<file path="config.mk">
export PLATFORM = sky130hd
export DESIGN_NAME = exu_decode
export DESIGN_NICKNAME = d
export VERILOG_FILES = /design/src/design/exu_pkg.sv /design/src/design/exu_decode.sv
export SDC_FILE = /design/constraint.sdc
export NUM_CORES = 1
export LEC_CHECK = 0
export ABC_CLOCK_PERIOD_IN_PS = 1900
export BUFFER_PORTS_ARGS = -buffer_cell sky130_fd_sc_hd__buf_4
export CELL_PAD_IN_SITES_DETAIL_PLACEMENT = 2
export CELL_PAD_IN_SITES_GLOBAL_PLACEMENT = 2
export CORE_UTILIZATION = 19
export DETAILED_ROUTE_END_ITERATION = 8
export PLACE_DENSITY = 0.94
export SYNTH_ARGS = -nofsm -noshare
export SYNTH_HDL_FRONTEND = slang
export SYNTH_SLANG_ARGS = --single-unit
</file>
<file path="constraint.sdc">
create_clock -name vclk -period 1.9
set_input_delay 0 -clock vclk [all_inputs]
set_output_delay 0 -clock vclk [all_outputs]
set_load 0.1 [all_outputs]
</file>
<file path="src/design/exu_pkg.sv">
// execute stage definitions
package exu_pkg;

  // data path width, the word cut logic relies on 64
  localparam int XLEN = 64;

  // major opcodes handled by the stage
  typedef enum logic [6:0] {
    OPC_OP        = 7'b0110011,
    OPC_OP_IMM    = 7'b0010011,
    OPC_OP_32     = 7'b0111011,
    OPC_OP_IMM_32 = 7'b0011011,
    OPC_LUI       = 7'b0110111,
    OPC_AUIPC     = 7'b0010111,
    OPC_JAL       = 7'b1101111,
    OPC_JALR      = 7'b1100111,
    OPC_BRANCH    = 7'b1100011
  } opcode_e;

  // alu operation codes
  typedef enum logic [4:0] {
    ALU_ADD    = 5'b00000,
    ALU_SUB    = 5'b00001,
    ALU_SLT    = 5'b00010,
    ALU_SLTU   = 5'b00011,
    ALU_XOR    = 5'b00100,
    ALU_AND    = 5'b00101,
    ALU_OR     = 5'b00110,
    ALU_SLL    = 5'b00111,
    ALU_SRL    = 5'b01000,
    ALU_SRA    = 5'b01001,
    ALU_MUL    = 5'b01010,
    ALU_DIV    = 5'b01011,
    ALU_DIVU   = 5'b01100,
    ALU_REM    = 5'b01101,
    ALU_REMU   = 5'b01110,
    ALU_COPY   = 5'b01111,
    ALU_MULH   = 5'b11001,
    ALU_MULHSU = 5'b11010,
    ALU_MULHU  = 5'b11011
  } alu_op_e;

  // operand b source
  typedef enum logic [1:0] {
    BSRC_RS2  = 2'b00,
    BSRC_IMM  = 2'b01,
    BSRC_FOUR = 2'b10
  } bsrc_e;

  // branch and jump kinds
  typedef enum logic [3:0] {
    BR_NONE = 4'd0,
    BR_BEQ  = 4'd1,
    BR_BNE  = 4'd2,
    BR_BLT  = 4'd3,
    BR_BGE  = 4'd4,
    BR_BLTU = 4'd5,
    BR_BGEU = 4'd6,
    BR_JAL  = 4'd7,
    BR_JALR = 4'd8
  } branch_kind_e;

endpackage

</file>
<file path="src/design/exu_decode.sv">
// instruction decoder
module exu_decode (
  input  logic [31:0]               i_inst,
  output exu_pkg::alu_op_e          o_alu_op,
  output logic                      o_asrc_pc,
  output exu_pkg::bsrc_e            o_bsrc,
  output logic                      o_word_cut,
  output logic [exu_pkg::XLEN-1:0]  o_imm,
  output logic [4:0]                o_rd,
  output logic                      o_rd_we,
  output exu_pkg::branch_kind_e     o_branch_kind,
  output logic                      o_illegal
);

  exu_pkg::opcode_e           opcode;
  logic [2:0]                 funct3;
  logic [6:0]                 funct7;
  logic [exu_pkg::XLEN-1:0]   imm_i;
  logic [exu_pkg::XLEN-1:0]   imm_u;
  logic [exu_pkg::XLEN-1:0]   imm_b;
  logic [exu_pkg::XLEN-1:0]   imm_j;
  logic                       shift64_ok;
  logic                       base32_ok;

  assign opcode = exu_pkg::opcode_e'(i_inst[6:0]);
  assign funct3 = i_inst[14:12];
  assign funct7 = i_inst[31:25];
  assign o_rd   = i_inst[11:7];

  // sign extended immediates
  assign imm_i = {{52{i_inst[31]}}, i_inst[31:20]};
  assign imm_u = {{32{i_inst[31]}}, i_inst[31:12], 12'b0};
  assign imm_b = {{52{i_inst[31]}}, i_inst[7], i_inst[30:25], i_inst[11:8], 1'b0};
  assign imm_j = {{44{i_inst[31]}}, i_inst[19:12], i_inst[20], i_inst[30:21], 1'b0};

  // srai takes bit 30, slli and srli need a clear top
  assign shift64_ok = (i_inst[31:26] == 6'b000000) ||
                      (i_inst[31:26] == 6'b010000 && funct3 == 3'b101);
  // word ops without M: add, sll, srl, plus sub and sra
  assign base32_ok  = (funct7 == 7'b0000000 && (funct3 == 3'b000 || funct3 == 3'b001 ||
                                                funct3 == 3'b101)) ||
                      (funct7 == 7'b0100000 && (funct3 == 3'b000 || funct3 == 3'b101));

  // base integer op, alt picks sub and sra
  function automatic exu_pkg::alu_op_e int_op(input logic [2:0] f3, input logic alt);
    exu_pkg::alu_op_e op;
    case (f3)
      3'b000:  op = alt ? exu_pkg::ALU_SUB : exu_pkg::ALU_ADD;
      3'b001:  op = exu_pkg::ALU_SLL;
      3'b010:  op = exu_pkg::ALU_SLT;
      3'b011:  op = exu_pkg::ALU_SLTU;
      3'b100:  op = exu_pkg::ALU_XOR;
      3'b101:  op = alt ? exu_pkg::ALU_SRA : exu_pkg::ALU_SRL;
      3'b110:  op = exu_pkg::ALU_OR;
      default: op = exu_pkg::ALU_AND;
    endcase
    return op;
  endfunction

  // M extension op
  function automatic exu_pkg::alu_op_e m_op(input logic [2:0] f3);
    exu_pkg::alu_op_e op;
    case (f3)
      3'b000:  op = exu_pkg::ALU_MUL;
      3'b001:  op = exu_pkg::ALU_MULH;
      3'b010:  op = exu_pkg::ALU_MULHSU;
      3'b011:  op = exu_pkg::ALU_MULHU;
      3'b100:  op = exu_pkg::ALU_DIV;
      3'b101:  op = exu_pkg::ALU_DIVU;
      3'b110:  op = exu_pkg::ALU_REM;
      default: op = exu_pkg::ALU_REMU;
    endcase
    return op;
  endfunction

  always_comb begin
    o_alu_op      = exu_pkg::ALU_ADD;
    o_asrc_pc     = 1'b0;
    o_bsrc        = exu_pkg::BSRC_RS2;
    o_word_cut    = 1'b0;
    o_imm         = imm_i;
    o_rd_we       = 1'b1;
    o_branch_kind = exu_pkg::BR_NONE;
    o_illegal     = 1'b0;
    case (opcode)
      exu_pkg::OPC_OP: begin
        o_alu_op  = funct7[0] ? m_op(funct3) : int_op(funct3, funct7[5]);
        o_illegal = !(funct7 == 7'b0000000 || funct7 == 7'b0000001 ||
                      (funct7 == 7'b0100000 && (funct3 == 3'b000 || funct3 == 3'b101)));
      end
      exu_pkg::OPC_OP_IMM: begin
        o_bsrc    = exu_pkg::BSRC_IMM;
        o_alu_op  = int_op(funct3, funct3 == 3'b101 && i_inst[30]);
        o_illegal = (funct3 == 3'b001 || funct3 == 3'b101) && !shift64_ok;
      end
      exu_pkg::OPC_OP_32: begin
        o_word_cut = 1'b1;
        o_alu_op   = funct7[0] ? m_op(funct3) : int_op(funct3, funct7[5]);
        o_illegal  = !(base32_ok ||
                       (funct7 == 7'b0000001 && (funct3 == 3'b000 || funct3[2])));
      end
      exu_pkg::OPC_OP_IMM_32: begin
        o_word_cut = 1'b1;
        o_bsrc     = exu_pkg::BSRC_IMM;
        o_alu_op   = int_op(funct3, funct3 == 3'b101 && i_inst[30]);
        o_illegal  = !(funct3 == 3'b000 || base32_ok);
      end
      exu_pkg::OPC_LUI: begin
        o_alu_op = exu_pkg::ALU_COPY;
        o_imm    = imm_u;
      end
      exu_pkg::OPC_AUIPC: begin
        o_asrc_pc = 1'b1;
        o_bsrc    = exu_pkg::BSRC_IMM;
        o_imm     = imm_u;
      end
      exu_pkg::OPC_JAL: begin
        // link value pc + 4
        o_asrc_pc     = 1'b1;
        o_bsrc        = exu_pkg::BSRC_FOUR;
        o_imm         = imm_j;
        o_branch_kind = exu_pkg::BR_JAL;
      end
      exu_pkg::OPC_JALR: begin
        o_asrc_pc     = 1'b1;
        o_bsrc        = exu_pkg::BSRC_FOUR;
        o_branch_kind = exu_pkg::BR_JALR;
        o_illegal     = funct3 != 3'b000;
      end
      exu_pkg::OPC_BRANCH: begin
        o_imm   = imm_b;
        o_rd_we = 1'b0;
        case (funct3)
          3'b000: o_branch_kind = exu_pkg::BR_BEQ;
          3'b001: o_branch_kind = exu_pkg::BR_BNE;
          3'b100: o_branch_kind = exu_pkg::BR_BLT;
          3'b101: o_branch_kind = exu_pkg::BR_BGE;
          3'b110: o_branch_kind = exu_pkg::BR_BLTU;
          3'b111: o_branch_kind = exu_pkg::BR_BGEU;
          default: o_illegal = 1'b1;
        endcase
        // equality uses the zero flag of sub
        if (funct3[2]) begin
          o_alu_op = funct3[1] ? exu_pkg::ALU_SLTU : exu_pkg::ALU_SLT;
        end else begin
          o_alu_op = exu_pkg::ALU_SUB;
        end
      end
      default: o_illegal = 1'b1;
    endcase
    // illegal words neither write nor redirect
    if (o_illegal) begin
      o_branch_kind = exu_pkg::BR_NONE;
    end
    if (o_illegal || o_rd == 5'd0) begin
      o_rd_we = 1'b0;
    end
  end

endmodule

</file>
==> run summary <==
The die is 84.24 um wide. In the synthesized netlist, the number of instances is 212. Worst-margin pin slew: 489.4 ps. Summed over all layers, the routed wires come to 6.262 mm. Post-CTS repair changed the size of 0 cells. During synthesis, Yosys emitted a total of 0 warnings.

The worst slew margin relative to its limit is 66.94%, and the DRC violation count after routing is 10. The tools report the number of global-route vias before repair as 1862. The multi-input combinational cells in the finished layout cover a total of 1002 sq um. The share of the cycle needed by the critical path after routing works out to 91.71%. The mean cell area of the mapped netlist works out to 6.061 sq um. Layout overhead on the synthesized area: 62.32%.

For the number of max-slew violations in the final report, the log shows 0. The net count of the finished layout is 323. The biggest fanout along the worst timing path works out to 9. At the worst endpoint, the required time is 1900 ps.

The number of nets in the synthesized netlist is 245. The run gives 781 as the fill cell instance count of the final layout. The first detailed-routing pass ran for 6 iterations. For the worst setup path, the data arrival time is 1740 ps. The tools report the first-pass GRT wire length as 9.777 mm.

The core region is 6422 sq um. After floorplanning, the core was divided into 29 placement rows. Count of non-filler cells in the finished layout: 365.

The critical path is of the primary input to output pin type. After the first detailed-routing iteration, the DRC count stood at 59. The die covers 7096 sq um. The total global routing track utilization was 16.62%. For the count of maximum capacitance violations, the log shows 0. The final weighted congestion of routability-driven global placement is 0.7918, and the number of port buffers is 116. The logs give 0 for the final sequential cell count and 0 for the post-CTS setup repair buffer count. The half-perimeter wire length after detailed placement is 5.256 mm, and the maximum resistive drop on vdd is 0.2852 mV.

The post-route netlist has 52.08% of its cells at a drive strength greater than 1. The final reports fail on design-rule violations. For the number of distinct library cell variants in the gate-level netlist after synthesis, the log shows 46. The run finished, with violations left. The logs give 342.8 ps for the post-route worst hold slack and 365 for the instance count after placement with tap cells included. The final antenna diode count was 0.

The tools report the number of clock buffers in the layout as 0. The design draws 1.041 mW. The via count was 1778; the setup TNS was 0 ps. The run gives 37 as the maximum number of pins on one net before global-route repair.

Dividing the detail-routed wire length by the instance count gives 17.16 um. In the final layout, flip-flops and latches occupy 0 sq um. Type of the most critical hold path: primary input to output pin. The post-cts hold buffer count is 0, and the number of antenna violations at the first check in global routing is 0. After layout, the minimum clock period comes to 1743 ps. The number of routed nets with antenna violations is 0, and the total power divided by cell area is 499.0 nW/um^2. The number of setup violations in the final report is 0, and the height of the die is 84.24 um.

After global routing the overflow that remains totals 0. The number of vias per cell is 4.871. The capturing element type of the critical path is an output pin. In this run the static leakage power is 0.9906 nW. Once the floorplan was initialized, standard cells occupied 20.01% of the core. The run gives 0 as the final hold violation count. Setup repair after global routing left no endpoint under its margin.

STA classifies the critical path startpoint as a primary input. The logs give 573.9 MHz for the highest achievable clock rate and 116 for the number of top-level pins. For the post-synthesis sequential area ratio, the log shows 0%.

The run gives 1285 sq um as the synthesized area.
-- worst paths after layout --
kind,endpoint,slack [ps],cells after the start,startpoint
hold / removal,o_rd[1],340,2,i_inst[8]
setup / recovery,o_rd_we,160,7,i_inst[30]
-- cell usage after synthesis, drive strengths merged, types with 4 or more instances --
cell type / n / area, sq um
nand2: 49 / 183.9
nor3: 8 / 50.05
o21ai: 15 / 75.07
nor2: 13 / 48.80
buf: 48 / 362.8
nand3: 4 / 20.02
nand2b: 5 / 31.28
a22o: 4 / 35.03
clkbuf: 5 / 18.77
and2: 7 / 45.05
a21oi: 5 / 25.02
or3: 4 / 25.02
inv: 5 / 18.77
-- per-stage QoR --
stage	cell area [sq um]	worst slack [ps]	util, %
5_1_grt	2086	91.65	32.48
4_1_cts	2086	143.1	32.48
6_report	2086	157.5	32.48
3_3_place_gp	2086	280.2	32.48
3_5_place_dp	2086	150.1	32.48
2_1_floorplan	1404	-504.1	-
-- logic make-up after synthesis --
| logic type | Yosys count | share of synthesized area [%] |
|---|---|---|
| AO/OA/AOI/OAI | 48 | 27.26 |
| XOR/XNOR | 1 | 0.6817 |
| buffers and inverters | 58 | 31.16 |
| AND/OR/NAND/NOR | 103 | 39.05 |
| adder cells (fa/ha/maj) | 2 | 1.850 |
-- layer usage --
layer | vias to the layer above | share of wire, % | GRT usage [%]
met4 | 0 | 0 | 0.3135
met2 | 75 | 51 | 32.19
met3 | 0 | 6.0 | 1.868
met1 | 842 | 43 | 20.65
met5 | - | 0 | 0
li1 | 861 | - | -
-- layout make-up --
type / count / area share, %
multi-input combinational: 154 / 48.05
timing repair buffer: 129 / 46.43
tap: 77 / 4.619
inverter: 5 / 0.8998
-- critical path, cell delays in order --
cell                        delay [ps]
sky130_fd_sc_hd__buf_4             150
sky130_fd_sc_hd__nor2b_1           150
sky130_fd_sc_hd__a2111o_1          410
sky130_fd_sc_hd__o2111ai_1         220
sky130_fd_sc_hd__nand4_1           210
sky130_fd_sc_hd__nor4_4            260
sky130_fd_sc_hd__buf_4             330
-- where the power goes --
part           total (mW)  internal (mW)  switching, mW  leakage (nW)
Clock                   0              0              0             0
Combinational        1.04          0.210          0.831         0.991
Sequential              0              0              0             0
-- placed cells by master, fill, tap and decap left out, types with 2 or more instances in the layout --
master,instances
sky130_fd_sc_hd__o21ai_2,2
sky130_fd_sc_hd__a32o_1,2
sky130_fd_sc_hd__nor3_2,4
sky130_fd_sc_hd__nor4_4,2
sky130_fd_sc_hd__nor3_1,4
sky130_fd_sc_hd__and2_1,6
sky130_fd_sc_hd__nand2_1,49
sky130_fd_sc_hd__a22o_1,4
sky130_fd_sc_hd__o2111ai_1,2
sky130_fd_sc_hd__inv_1,5
sky130_fd_sc_hd__or3_1,4
sky130_fd_sc_hd__nand3_1,4
sky130_fd_sc_hd__buf_4,129
sky130_fd_sc_hd__a2111oi_4,3
sky130_fd_sc_hd__nor3b_1,2
sky130_fd_sc_hd__nor2b_1,3
sky130_fd_sc_hd__a31oi_1,3
sky130_fd_sc_hd__a21oi_1,4
sky130_fd_sc_hd__nor2_1,11
sky130_fd_sc_hd__o21ai_0,13
sky130_fd_sc_hd__nand2b_1,5
sky130_fd_sc_hd__a211o_1,2
Power figures use the tool's default switching activity.
