[src/design/exu_pkg.sv]
// execute stage definitions
package exu_pkg;

  // data path width, the word cut logic relies on 64
  localparam int XLEN = 64;

  // major opcodes handled by the stage
  typedef enum logic [6:0] {
    OPC_OP        = 7'b0110011,
    OPC_OP_IMM    = 7'b0010011,
    OPC_OP_32     = 7'b0111011,
    OPC_OP_IMM_32 = 7'b0011011,
    OPC_LUI       = 7'b0110111,
    OPC_AUIPC     = 7'b0010111,
    OPC_JAL       = 7'b1101111,
    OPC_JALR      = 7'b1100111,
    OPC_BRANCH    = 7'b1100011
  } opcode_e;

  // alu operation codes
  typedef enum logic [4:0] {
    ALU_ADD    = 5'b00000,
    ALU_SUB    = 5'b00001,
    ALU_SLT    = 5'b00010,
    ALU_SLTU   = 5'b00011,
    ALU_XOR    = 5'b00100,
    ALU_AND    = 5'b00101,
    ALU_OR     = 5'b00110,
    ALU_SLL    = 5'b00111,
    ALU_SRL    = 5'b01000,
    ALU_SRA    = 5'b01001,
    ALU_MUL    = 5'b01010,
    ALU_DIV    = 5'b01011,
    ALU_DIVU   = 5'b01100,
    ALU_REM    = 5'b01101,
    ALU_REMU   = 5'b01110,
    ALU_COPY   = 5'b01111,
    ALU_MULH   = 5'b11001,
    ALU_MULHSU = 5'b11010,
    ALU_MULHU  = 5'b11011
  } alu_op_e;

  // operand b source
  typedef enum logic [1:0] {
    BSRC_RS2  = 2'b00,
    BSRC_IMM  = 2'b01,
    BSRC_FOUR = 2'b10
  } bsrc_e;

  // branch and jump kinds
  typedef enum logic [3:0] {
    BR_NONE = 4'd0,
    BR_BEQ  = 4'd1,
    BR_BNE  = 4'd2,
    BR_BLT  = 4'd3,
    BR_BGE  = 4'd4,
    BR_BLTU = 4'd5,
    BR_BGEU = 4'd6,
    BR_JAL  = 4'd7,
    BR_JALR = 4'd8
  } branch_kind_e;

endpackage

[src/design/exu_result.sv]
// branch decision and output register
module exu_result (
  input  logic                      i_clock,
  input  logic                      i_reset,
  input  logic                      i_valid,
  input  logic [exu_pkg::XLEN-1:0]  i_pc,
  input  logic [exu_pkg::XLEN-1:0]  i_rs1,
  input  logic [exu_pkg::XLEN-1:0]  i_imm,
  input  logic [exu_pkg::XLEN-1:0]  i_alu_result,
  input  logic                      i_zero,
  input  logic                      i_less,
  input  logic [4:0]                i_rd,
  input  logic                      i_rd_we,
  input  exu_pkg::branch_kind_e     i_branch_kind,
  input  logic                      i_illegal,
  output logic                      o_valid,
  output logic [4:0]                o_rd,
  output logic                      o_rd_we,
  output logic [exu_pkg::XLEN-1:0]  o_rd_data,
  output logic                      o_branch_taken,
  output logic [exu_pkg::XLEN-1:0]  o_branch_target,
  output logic                      o_illegal
);

  logic                      taken;
  logic                      is_jalr;
  logic [exu_pkg::XLEN-1:0]  target_sum;

  always_comb begin
    case (i_branch_kind)
      exu_pkg::BR_BEQ:                  taken = i_zero;
      exu_pkg::BR_BNE:                  taken = ~i_zero;
      exu_pkg::BR_BLT, exu_pkg::BR_BLTU: taken = i_less;
      exu_pkg::BR_BGE, exu_pkg::BR_BGEU: taken = ~i_less;
      exu_pkg::BR_JAL, exu_pkg::BR_JALR: taken = 1'b1;
      default:                          taken = 1'b0;
    endcase
  end

  // shared target adder, jalr base is rs1
  assign is_jalr    = (i_branch_kind == exu_pkg::BR_JALR);
  assign target_sum = (is_jalr ? i_rs1 : i_pc) + i_imm;

  // control outputs
  always_ff @(posedge i_clock) begin
    if (i_reset) begin
      o_valid        <= 1'b0;
      o_rd_we        <= 1'b0;
      o_branch_taken <= 1'b0;
      o_illegal      <= 1'b0;
    end else begin
      o_valid        <= i_valid;
      o_rd_we        <= i_valid & i_rd_we;
      o_branch_taken <= i_valid & taken;
      o_illegal      <= i_valid & i_illegal;
    end
  end

  // payload holds until the next valid instruction
  always_ff @(posedge i_clock) begin
    if (i_valid) begin
      o_rd            <= i_rd;
      o_rd_data       <= i_alu_result;
      o_branch_target <= {target_sum[63:1], target_sum[0] & ~is_jalr};
    end
  end

endmodule

[config.mk]
export PLATFORM = sky130hd
export DESIGN_NAME = exu_result
export DESIGN_NICKNAME = d
export VERILOG_FILES = /design/src/design/exu_pkg.sv /design/src/design/exu_result.sv
export SDC_FILE = /design/constraint.sdc
export NUM_CORES = 1
export LEC_CHECK = 0
export ABC_CLOCK_PERIOD_IN_PS = 5300
export BUFFER_PORTS_ARGS = -buffer_cell sky130_fd_sc_hd__buf_2
export CAP_MARGIN = 20
export CORE_AREA = 2 2 161 163
export DETAILED_ROUTE_END_ITERATION = 8
export DIE_AREA = 0 0 163 165
export PLACE_DENSITY_LB_ADDON = 0.25
export RECOVER_POWER = 25
export SLEW_MARGIN = 25
export SYNTH_ARGS = -nofsm -noshare
export SYNTH_HDL_FRONTEND = slang
export SYNTH_SLANG_ARGS = --single-unit
[constraint.sdc]
create_clock -name i_clock -period 5.3 [get_ports i_clock]
set_input_delay 0.53 -clock i_clock [delete_from_list [all_inputs] [get_ports i_clock]]
set_output_delay 0.53 -clock i_clock [all_outputs]
set_load 0.005 [all_outputs]
==> results.json, run 1 <==
{
  "grt_use_met1_pct": 25.66,
  "cp-end-kind": "register",
  "via_per_inst": 5.063,
  "final_common_cell": "buf_2",
  "yosys.area_share.simple_pct": 10.14,
  "net-switching-power_w": 0.001085,
  "ctsLongestPathBuffers": 2,
  "crit_slowest_cell": "nor4b_2",
  "path_clk_slew_ns": 0.07,
  "worstHoldPathCells": 1,
  "clock.fmax_mhz": 238.8,
  "ys_async_sr_fraction_pct": 0,
  "place_congestion": 0.8521,
  "grt_max_degree": 101,
  "synthesis.area_um2": 8846,
  "cts_sinks": 137,
  "worst_slew_pin_slew_ns": 2.631,
  "avgRoutedWirePerCell_um": 19.80,
  "num_vias": 7645,
  "grt_util_met2_pct": 36.59,
  "crit_fanout": 64,
  "crit_chain": "buf_2 -> nor4b_2 -> buf_12 -> mux2_2 -> ha_1 -> nand4_1 -> nor4_4 -> nand4_1 -> o31ai_4 -> a21o_4 -> a41oi_2 -> a31oi_1 -> xnor2_1",
  "fin_tns_setup_ns": 0,
  "finalPower_w": 0.003538,
  "grt_pass1_wl_mm": 42.48,
  "dr.pass1.iters": 5,
  "violations": "max-capacitance violations, max-slew violations",
  "status": "finished with violations",
  "synth_top_family_by_area": "compound AO/OA/AOI/OAI gates",
  "cts_buffers": 17,
  "pin_count": 409,
  "grt_use_total_pct": 21.17,
  "ys_seq_area_share_pct": 46.05,
  "clockPowerShare_pct": 34.1,
  "start_kind": "primary input",
  "slew_headroom_pct": -75.41,
  "hold_class": "primary input to register",
  "hold_violations": 0,
  "seqPwrFrac_pct": 39.8,
  "max_cap_viol_count": 1,
  "dpl.hpwl_mm": 24.20,
  "start_util_pct": 35.33,
  "p_leak_nw": 5.205,
  "die_y_um": 165,
  "syn_nets": 1103,
  "grt_use_met3_pct": 6.077,
  "first_iter_violations": 443,
  "max-vdd-ir-drop_mv": 0.1982,
  "nNetsFinal": 1504,
  "comb_power_share_pct": 26.2,
  "swShare_pct": 30.68,
  "cts_resized": 0,
  "layout_min_cycle_time_ns": 4.187,
  "yosysUniqueCellTypes": 78,
  "setup_violations": 0,
  "layout_common_cells": "buf_2, edfxtp_1, a21oi_1",
  "slew_viol_final": 101,
  "antenna_found_initial": 5,
  "drive_gt1_share_pct": 46.30,
  "detail-route-antenna-nets": 0,
  "port_buffers": 408,
  "cpMostUsedCell": "nand4_1",
  "die_area_um2": 26900,
  "worstPathRequired_ns": 5.46,
  "p_per_area_nw_per_um2": 301.0,
  "cp_slowest_stage_delay_ns": 0.48,
  "routed_wl_mm": 29.89,
  "cts-root-buf": "clkbuf_16",
  "rsz0062_at_grt": "no",
  "ys.flop_type": "edfxtp_1",
  "ys_seq_elements": 137,
  "synth-compound-area-share_pct": 16.65,
  "finalCoreUtilization_pct": 46.94,
  "cts_htree_levels": 4,
  "synthMuxAreaShare_pct": 8.246,
  "core_area_um2": 25040,
  "synthToLayoutAreaGrowth_pct": 32.86,
  "critical_path_class": "primary input to register",
  "n_fill_cell": 2385,
  "grt-ovfl-total": 0,
  "critPathArrivalTime_ns": 4.35,
  "fin_crit_sh_pct": 79.00,
  "drc": 0,
  "post-cts-setup-buffers": 0,
  "synth_area_per_cell_um2": 11.62,
  "die_w_um": 163,
  "hold_buffers": 0,
  "cts_tree": "yes",
  "grt_pass1_vias": 7505,
  "std_cell_rows": 58,
  "synth-edff-count": 133,
  "ys_warn_count": 0,
  "synthAdderAreaFrac_pct": 9.986,
  "p_int_w": 0.002452,
  "netlist_instances": 761,
  "synthXorXnorAreaFrac_pct": 6.238,
  "busiest_layer": "met2"
}
[stage by stage]
stage               hold WS, ns  cell area [um2]  setup slack, ns  cells
global route             0.2542            11750           0.8344   1508
finish                   0.2791            11750            1.113   1510
floorplan                0.6236             8846            1.026    761
global placement         0.7067            11170           0.7574   1473
detailed placement       0.7081            11170           0.6386   1473
CTS                      0.2597            11750            1.063   1505
[critical path, delay by kind of cell]
kind,cells,cell delay (ns)
and+or+nand+nor,4,1.31
AOI/OAI and AO/OA,4,0.96
buffers and inverters,2,0.50
adders and majority gates,1,0.46
muxes,1,0.39
xor gates and xnor gates,1,0.12
[area by class of cell]
cell class              count  area (um2)  area share (%)
clock buffers              17       425.4           3.620
clock inverters            15       156.4           1.331
multi-input cells         579        4541           38.64
repair buffers            410        2067           17.59
flip-flops and latches    137        4074           34.66
inverters                  17       63.81          0.5430
diodes                      5       12.51          0.1065
well taps                 330       412.9           3.513
[path summary, 6_finish.rpt]
check | from | slack [ns] | end
max | i_branch_kind[0] | 1.11 | o_branch_target[63]
min | i_alu_result[7] | 0.28 | o_rd_data[7]
[power by group through the flow]
stage / logic [W] / clock network, W / registers (W)
finish: 0.000925 / 0.00121 / 0.00141
global placement: 0.000927 / 0 / 0.00143
CTS: 0.000937 / 0.00124 / 0.00141
detailed placement: 0.000930 / 0 / 0.00143
floorplan: 0.000510 / 0 / 0.00144
global route: 0.00102 / 0.00128 / 0.00142
[sequential cells by signal, summed over array words and instances, names as in the netlist]
| signal | count |
|---|---|
| o_branch_taken | 1 |
| o_branch_target | 64 |
| o_illegal | 1 |
| o_rd | 5 |
| o_rd_data | 64 |
| o_rd_we | 1 |
| o_valid | 1 |
[cells in the mapped netlist (3+ instances only)]
master    instances  area share (%)
nand2_1          47             2.0
dfxtp_1           4            0.91
nor4_1            3            0.21
clkbuf_1         10            0.42
inv_1            17            0.72
buf_2            14            0.79
and3_1            3            0.21
nor2_1           35             1.5
nor3_1            7            0.40
o21ai_0          30             1.7
a21oi_2           3            0.30
ha_1             69             9.8
xor2_1           23             2.3
o21a_1            6            0.51
o21ai_2           5            0.50
o21bai_1         14             1.2
nor3_2            3            0.34
edfxtp_1        133              45
o21ai_1           9            0.51
nand2b_1          4            0.28
nand3_1          12            0.68
o211ai_1          3            0.25
mux2_2           63             8.0
and2_1            7            0.50
a21o_1           33             2.8
a31oi_1           5            0.35
a211oi_1          3            0.25
nand4_1          19             1.3
a21oi_1          72             4.1
nor2b_1           5            0.35
xnor2_1          40             4.0
a221oi_1          4            0.40
[metal layers]
layer  vias to the layer above  share of wire (%)
li1                       3707                  -
met1                      3594                 41
met2                       314                 49
met3                        30                8.3
met4                         0                1.7
met5                         -                  0
[kinds of logic (layout without fill, tap and decap cells)]
kind of cell	Yosys count	in the layout
AO/OA/AOI/OAI	216	216
AND/OR/NAND/NOR	165	165
flip-flops	137	137
adder cells (fa/ha/maj)	70	70
multiplexers	65	65
XOR/XNOR	63	63
buffers and inverters	45	459
other	0	5
No activity file was read; power rests on OpenSTA's default activity.
==> run 2: changes to the inputs <==
--- a/config.mk
+++ b/config.mk
@@ -5,7 +5,7 @@
 export SDC_FILE = /design/constraint.sdc
 export NUM_CORES = 1
 export LEC_CHECK = 0
-export ABC_CLOCK_PERIOD_IN_PS = 5300
+export ABC_CLOCK_PERIOD_IN_PS = 4130
 export BUFFER_PORTS_ARGS = -buffer_cell sky130_fd_sc_hd__buf_2
 export CAP_MARGIN = 20
 export CORE_AREA = 2 2 161 163
==> constraint.sdc (replaced) <==
create_clock -name i_clock -period 4.13 [get_ports i_clock]
set_input_delay 0.413 -clock i_clock [delete_from_list [all_inputs] [get_ports i_clock]]
set_output_delay 0.413 -clock i_clock [all_outputs]
set_load 0.005 [all_outputs]
==> run 2 against run 1 <==
The flow still finishes with violations (max-capacitance violations, max-slew violations); sequential share of layout area decreased by 1.8 points; highest routed layer is now met5; critical path depth rose by 5; via count up 4.2%; combinational power is 42% higher; clock power grew 35%; global-route usage increased by 0.40 points; utilization grew 2.6 points; worst hold slack lost 0.12 ns; worst setup slack worse by 0.87 ns; clock-buffer cell count increased by 1; critical endpoint is now o_branch_target[56]; routed wire length is 1.4% higher.
==> results.json, run 2 (synthesis gave the netlist of run 1 again) <==
{
  "detail-route-antenna-nets": 0,
  "cts_resized": 0,
  "slew_viol_final": 104,
  "cts_tree": "yes",
  "pin_count": 409,
  "grt_pass1_vias": 7957,
  "start_kind": "primary input",
  "worstPathRequired_ns": 4.30,
  "grt_use_total_pct": 21.57,
  "critical_path_class": "primary input to register",
  "antenna_found_initial": 5,
  "rsz0062_at_grt": "no",
  "first_iter_violations": 409,
  "grt_pass1_wl_mm": 43.77,
  "die_w_um": 163,
  "cts_sinks": 137,
  "comb_power_share_pct": 27.6,
  "dpl.hpwl_mm": 24.73,
  "core_area_um2": 25040,
  "whs_ns": 0.1577,
  "p_per_area_nw_per_um2": 383.2,
  "slew_headroom_pct": -84.71,
  "ctsLongestPathBuffers": 2,
  "worst_slew_pin_slew_ns": 2.771,
  "clock.fmax_mhz": 257.4,
  "grt-ovfl-total": 0,
  "routed_wl_mm": 30.33,
  "layout_common_cells": "buf_2, edfxtp_1, a21oi_1, buf_4, ha_1",
  "die_y_um": 165,
  "place_congestion": 0.8842,
  "cts-root-buf": "clkbuf_16",
  "top_regs": "o_branch_target: 64 flops, o_rd_data: 64 flops, o_rd: 5 flops",
  "synthToLayoutAreaGrowth_pct": 40.14,
  "grt_max_degree": 104,
  "layout_min_cycle_time_ns": 3.885,
  "avgRoutedWirePerCell_um": 19.16,
  "n_fill_cell": 2379,
  "seqPwrFrac_pct": 38.0,
  "die_area_um2": 26900,
  "fin_tns_setup_ns": 0,
  "port_buffers": 408,
  "p_int_w": 0.003316,
  "finalPower_w": 0.004750,
  "met3_length_mm": 2.158,
  "start_util_pct": 35.33,
  "std_cell_rows": 58,
  "cts_buffers": 17,
  "max-vdd-ir-drop_mv": 0.2182,
  "hold_buffers": 0,
  "cts_htree_levels": 4,
  "highest_layer": "met5",
  "drc": 0,
  "crit_fanout": 21,
  "dr.pass1.iters": 5,
  "max_cap_viol_count": 1,
  "dr_wl_met2_mm": 15.28,
  "violations": "max-capacitance violations, max-slew violations",
  "clockPowerShare_pct": 34.4,
  "p_leak_nw": 5.606,
  "setup_violations": 0,
  "critPathArrivalTime_ns": 4.05,
  "net-switching-power_w": 0.001434,
  "hold_class": "primary input to register",
  "final_common_cell": "buf_2",
  "post-cts-setup-buffers": 0,
  "swShare_pct": 30.19,
  "via_per_inst": 5.032,
  "hold_violations": 0,
  "fin_crit_sh_pct": 94.06,
  "status": "finished with violations",
  "num_vias": 7966,
  "cp-end-kind": "register",
  "nNetsFinal": 1579,
  "drive_gt1_share_pct": 49.76,
  "path_clk_slew_ns": 0.07,
  "wl_met1_mm": 12.33
}
==> run 2: layer usage <==
metal	up-vias	GRT usage, %
met1	3754	25.79
met4	4	6.476
met5	-	0
met2	312	38.42
li1	3854	-
met3	42	5.148
==> run 2: power by group through the flow <==
stage	Sequential (W)	Combinational [W]	Clock, W
detailed placement	0.00183	0.00131	0
finish	0.00181	0.00131	0.00163
CTS	0.00180	0.00132	0.00167
global placement	0.00183	0.00130	0
floorplan	0.00185	0.000654	0
global route	0.00182	0.00143	0.00171
==> run 2: area by class of cell <==
type                            instances  area (um2)  area share [%]
Multi-Input combinational cell        579        4541           36.63
Sequential cell                       137        4074           32.86
Timing Repair Buffer                  485        2683           21.64
Clock buffer                           18       439.2           3.543
Tap cell                              330       412.9           3.331
Clock inverter                         14       176.4           1.423
Inverter                               17       63.81          0.5147
Antenna cell                            3       7.507         0.06056
==> run 2: path summary, 6_finish.rpt <==
path              depth (start not counted)              from             endpoint
setup / recovery                         18  i_branch_kind[0]  o_branch_target[56]
hold / removal                            1  i_alu_result[63]        o_rd_data[63]
==> run 2: through the flow <==
stage          std cells  utilization (%)  instance area [um2]  setup WS [ns]
6_report            1583            49.52                12400         0.2451
5_1_grt             1582            49.51                12390        0.04969
4_1_cts             1580            49.51                12400         0.2794
3_5_place_dp        1548            47.05                11780        -0.1634
3_3_place_gp        1548            47.05                11780       -0.08352
2_1_floorplan        761                -                 8850        0.01374
==> run 2: critical path: stages <==
cell and delay, ns:
buf_2 0.13, nor4b_2 0.43, buf_12 0.26, mux2_2 0.36, ha_1 0.22, inv_1 0.08
fa_1 0.21, nor2b_1 0.07, o211ai_1 0.24, a31o_2 0.22, a31oi_2 0.12, buf_4 0.16
a21bo_1 0.19, o31a_1 0.35, a31oi_2 0.22, o21a_2 0.18, o21ai_2 0.06, xor2_1 0.14
==> run 3: changes to the inputs <==
--- a/config.mk
+++ b/config.mk
@@ -5,13 +5,13 @@
 export SDC_FILE = /design/constraint.sdc
 export NUM_CORES = 1
 export LEC_CHECK = 0
-export ABC_CLOCK_PERIOD_IN_PS = 4130
+export ABC_CLOCK_PERIOD_IN_PS = 3320
 export BUFFER_PORTS_ARGS = -buffer_cell sky130_fd_sc_hd__buf_2
 export CAP_MARGIN = 20
-export CORE_AREA = 2 2 161 163
+export CORE_AREA = 2 2 160 162
 export DETAILED_ROUTE_END_ITERATION = 8
-export DIE_AREA = 0 0 163 165
-export PLACE_DENSITY_LB_ADDON = 0.25
+export DIE_AREA = 0 0 162 164
+export PLACE_DENSITY = 0.68
 export RECOVER_POWER = 25
 export SLEW_MARGIN = 25
 export SYNTH_ARGS = -nofsm -noshare
==> constraint.sdc (replaced) <==
create_clock -name i_clock -period 3.32 [get_ports i_clock]
set_input_delay 0.332 -clock i_clock [delete_from_list [all_inputs] [get_ports i_clock]]
set_output_delay 0.332 -clock i_clock [all_outputs]
set_load 0.005 [all_outputs]
==> run 3 against run 2 <==
The run ends with max-capacitance violations, max-slew violations, negative setup slack left; utilization grew 9.8 points; sequential power grew 23%; clock-buffer cell count shrank 1; critical path depth shrank 1; sequential share of layout area shrank 5.2 points; clock power grew 26%; combinational power grew 63%; global-route usage grew 0.40 points; via count grew 8.2%; routed wire length grew 4.0%; first-iteration DRC count grew 10%.
==> results.json, run 3 (synthesis gave the netlist of run 1 again) <==
{
  "p_per_area_nw_per_um2": 435.4,
  "cts_htree_levels": 4,
  "clock.fmax_mhz": 290.9,
  "dpl.cell_count": 1672,
  "layout_common_cells": "buf_2, buf_4, edfxtp_1",
  "cp_slowest_stage_delay_ns": 0.36,
  "whs_endpoint": "o_rd[4]",
  "grt-ovfl-total": 0,
  "grt_use_total_pct": 21.97,
  "grt_max_degree": 56,
  "setup_violations": 9,
  "slew_headroom_pct": -115.5,
  "ctsLongestPathBuffers": 2,
  "top_regs": "o_branch_target: 64 flops, o_rd_data: 64 flops, o_rd: 5 flops",
  "num_vias": 8623,
  "port_buffers": 408,
  "start_kind": "primary input",
  "dr.pass1.iters": 5,
  "crit_slowest_cell": "mux2_2",
  "via_per_inst": 4.959,
  "max-vdd-ir-drop_mv": 0.2974,
  "die_area_um2": 26570,
  "detail-route-antenna-nets": 0,
  "cp-end-kind": "register",
  "worst_slew_pin_slew_ns": 3.233,
  "violations": "max-capacitance violations, max-slew violations, negative setup slack",
  "pin_count": 409,
  "finalCoreUtilization_pct": 59.32,
  "core_area_um2": 24820,
  "synthToLayoutAreaGrowth_pct": 66.42,
  "path_delay_family": "buffers and inverters",
  "crit_chain": "buf_6 -> nor4b_4 -> buf_6 -> buf_12 -> clkbuf_16 -> mux2_2 -> ha_4 -> nand4_1 -> buf_4 -> nor4_1 -> a21oi_1 -> a21bo_1 -> o31a_1 -> a31oi_2 -> o21a_2 -> buf_4 -> xnor2_1",
  "first_iter_violations": 450,
  "ff_latch_area_um2": 4074,
  "fin_tns_setup_ns": -0.4915,
  "cts-root-buf": "clkbuf_16",
  "cts_sinks": 137,
  "start_util_pct": 35.64,
  "multi_input_area_um2": 5574,
  "die_w_um": 162,
  "timing.final.ws_setup_ns": -0.1172,
  "hold_buffers": 0,
  "worstHoldPathCells": 1,
  "critical_path_class": "primary input to register",
  "finalNonFillerCells": 1739,
  "antenna_found_initial": 6,
  "nNetsFinal": 1736,
  "n_fill_cell": 2060,
  "max_cap_viol_count": 1,
  "drive_gt1_share_pct": 62.76,
  "place_congestion": 0.8703,
  "routed_wl_mm": 31.53,
  "avgRoutedWirePerCell_um": 18.13,
  "std_cell_rows": 58,
  "rsz0062_at_grt": "yes",
  "crit_fanout": 7,
  "fin_crit_sh_pct": 103.5,
  "cts_tree": "yes",
  "die_y_um": 164,
  "path_clk_slew_ns": 0.07,
  "critPathArrivalTime_ns": 3.59,
  "dpl.hpwl_mm": 24.10,
  "grt_pass1_vias": 8631,
  "hold_violations": 0,
  "hp-start": "i_rd[4]",
  "hold_class": "primary input to register",
  "slew_viol_final": 54,
  "grt_pass1_wl_mm": 45.08,
  "worst-path-buf-inv": 6,
  "cts_buffers": 17,
  "p_leak_nw": 6.574,
  "layout_min_cycle_time_ns": 3.437,
  "status": "finished with violations",
  "final_common_cell": "buf_2",
  "worstPathRequired_ns": 3.48,
  "drc": 0
}
## run 3: cell count changes in the layout (fill, tap and decap cells not counted), sizes merged
cell	previous run	this run
diode	3	2
clkbuf	19	22
buf	484	637
clkinv	0	4
clkinvlp	3	0
## run 3: how the worst max path moves through the flow
stage	from	slack [ns]	end	cells past startpoint
after floorplan	i_branch_kind[2]	-0.22	o_branch_target[56]	17
after CTS	i_branch_kind[1]	-0.05	o_branch_target[56]	18
after global routing	i_branch_kind[2]	-0.22	o_branch_target[63]	15
after global placement	i_branch_kind[2]	-0.58	o_branch_target[49]	17
after detailed placement	i_branch_kind[2]	-0.64	o_branch_target[49]	17
final	i_branch_kind[2]	-0.12	o_branch_target[52]	17
## run 3: metal layers
| metal | up-vias | share of wire, % | GRT usage [%] |
|---|---|---|---|
| li1 | 4167 | - | - |
| met1 | 4065 | 40 | 25.83 |
| met2 | 346 | 52 | 40.17 |
| met3 | 39 | 6.5 | 4.949 |
| met4 | 6 | 1.7 | 6.195 |
| met5 | - | 0.12 | 0 |
## run 3: metrics by stage
stage | cell area (um2) | hold WS [ns] | total power [W] | worst slack [ns]
3_3_place_gp | 12870 | 0.5082 | 0.004094 | -0.5835
2_1_floorplan | 9114 | 0.4256 | 0.003154 | -0.2195
6_report | 14720 | 0.07251 | 0.006409 | -0.1172
4_1_cts | 14060 | 0.05913 | 0.006286 | -0.05109
5_1_grt | 14720 | 0.05727 | 0.006712 | -0.2175
3_5_place_dp | 12870 | 0.5103 | 0.004117 | -0.6394
## run 3: area by class of cell
type                            count  area share (%)
Antenna cell                        2         0.03400
Timing Repair Buffer              642           26.98
Tap cell                          330           2.805
Inverter                           17          0.4335
Clock buffer                       17           2.890
Multi-Input combinational cell    579           37.86
Sequential cell                   137           27.67
Clock inverter                     15           1.317
## run 3: report_power, final
group	internal, W	leakage [nW]	total, W	switching [W]
Sequential	0.00218	1.33	0.00223	0.0000535
Clock	0.00115	0.305	0.00205	0.000891
Combinational	0.00113	4.93	0.00213	0.00100
## run 3: timing repair
action                                 in CTS  in global routing
gates cloned                                2                  3
setup buffers                              19                 13
setup endpoints to repair                  17                 32
pin swaps                                  38                 66
resized for setup                          60                107
endpoints found under the hold margin       0                  0
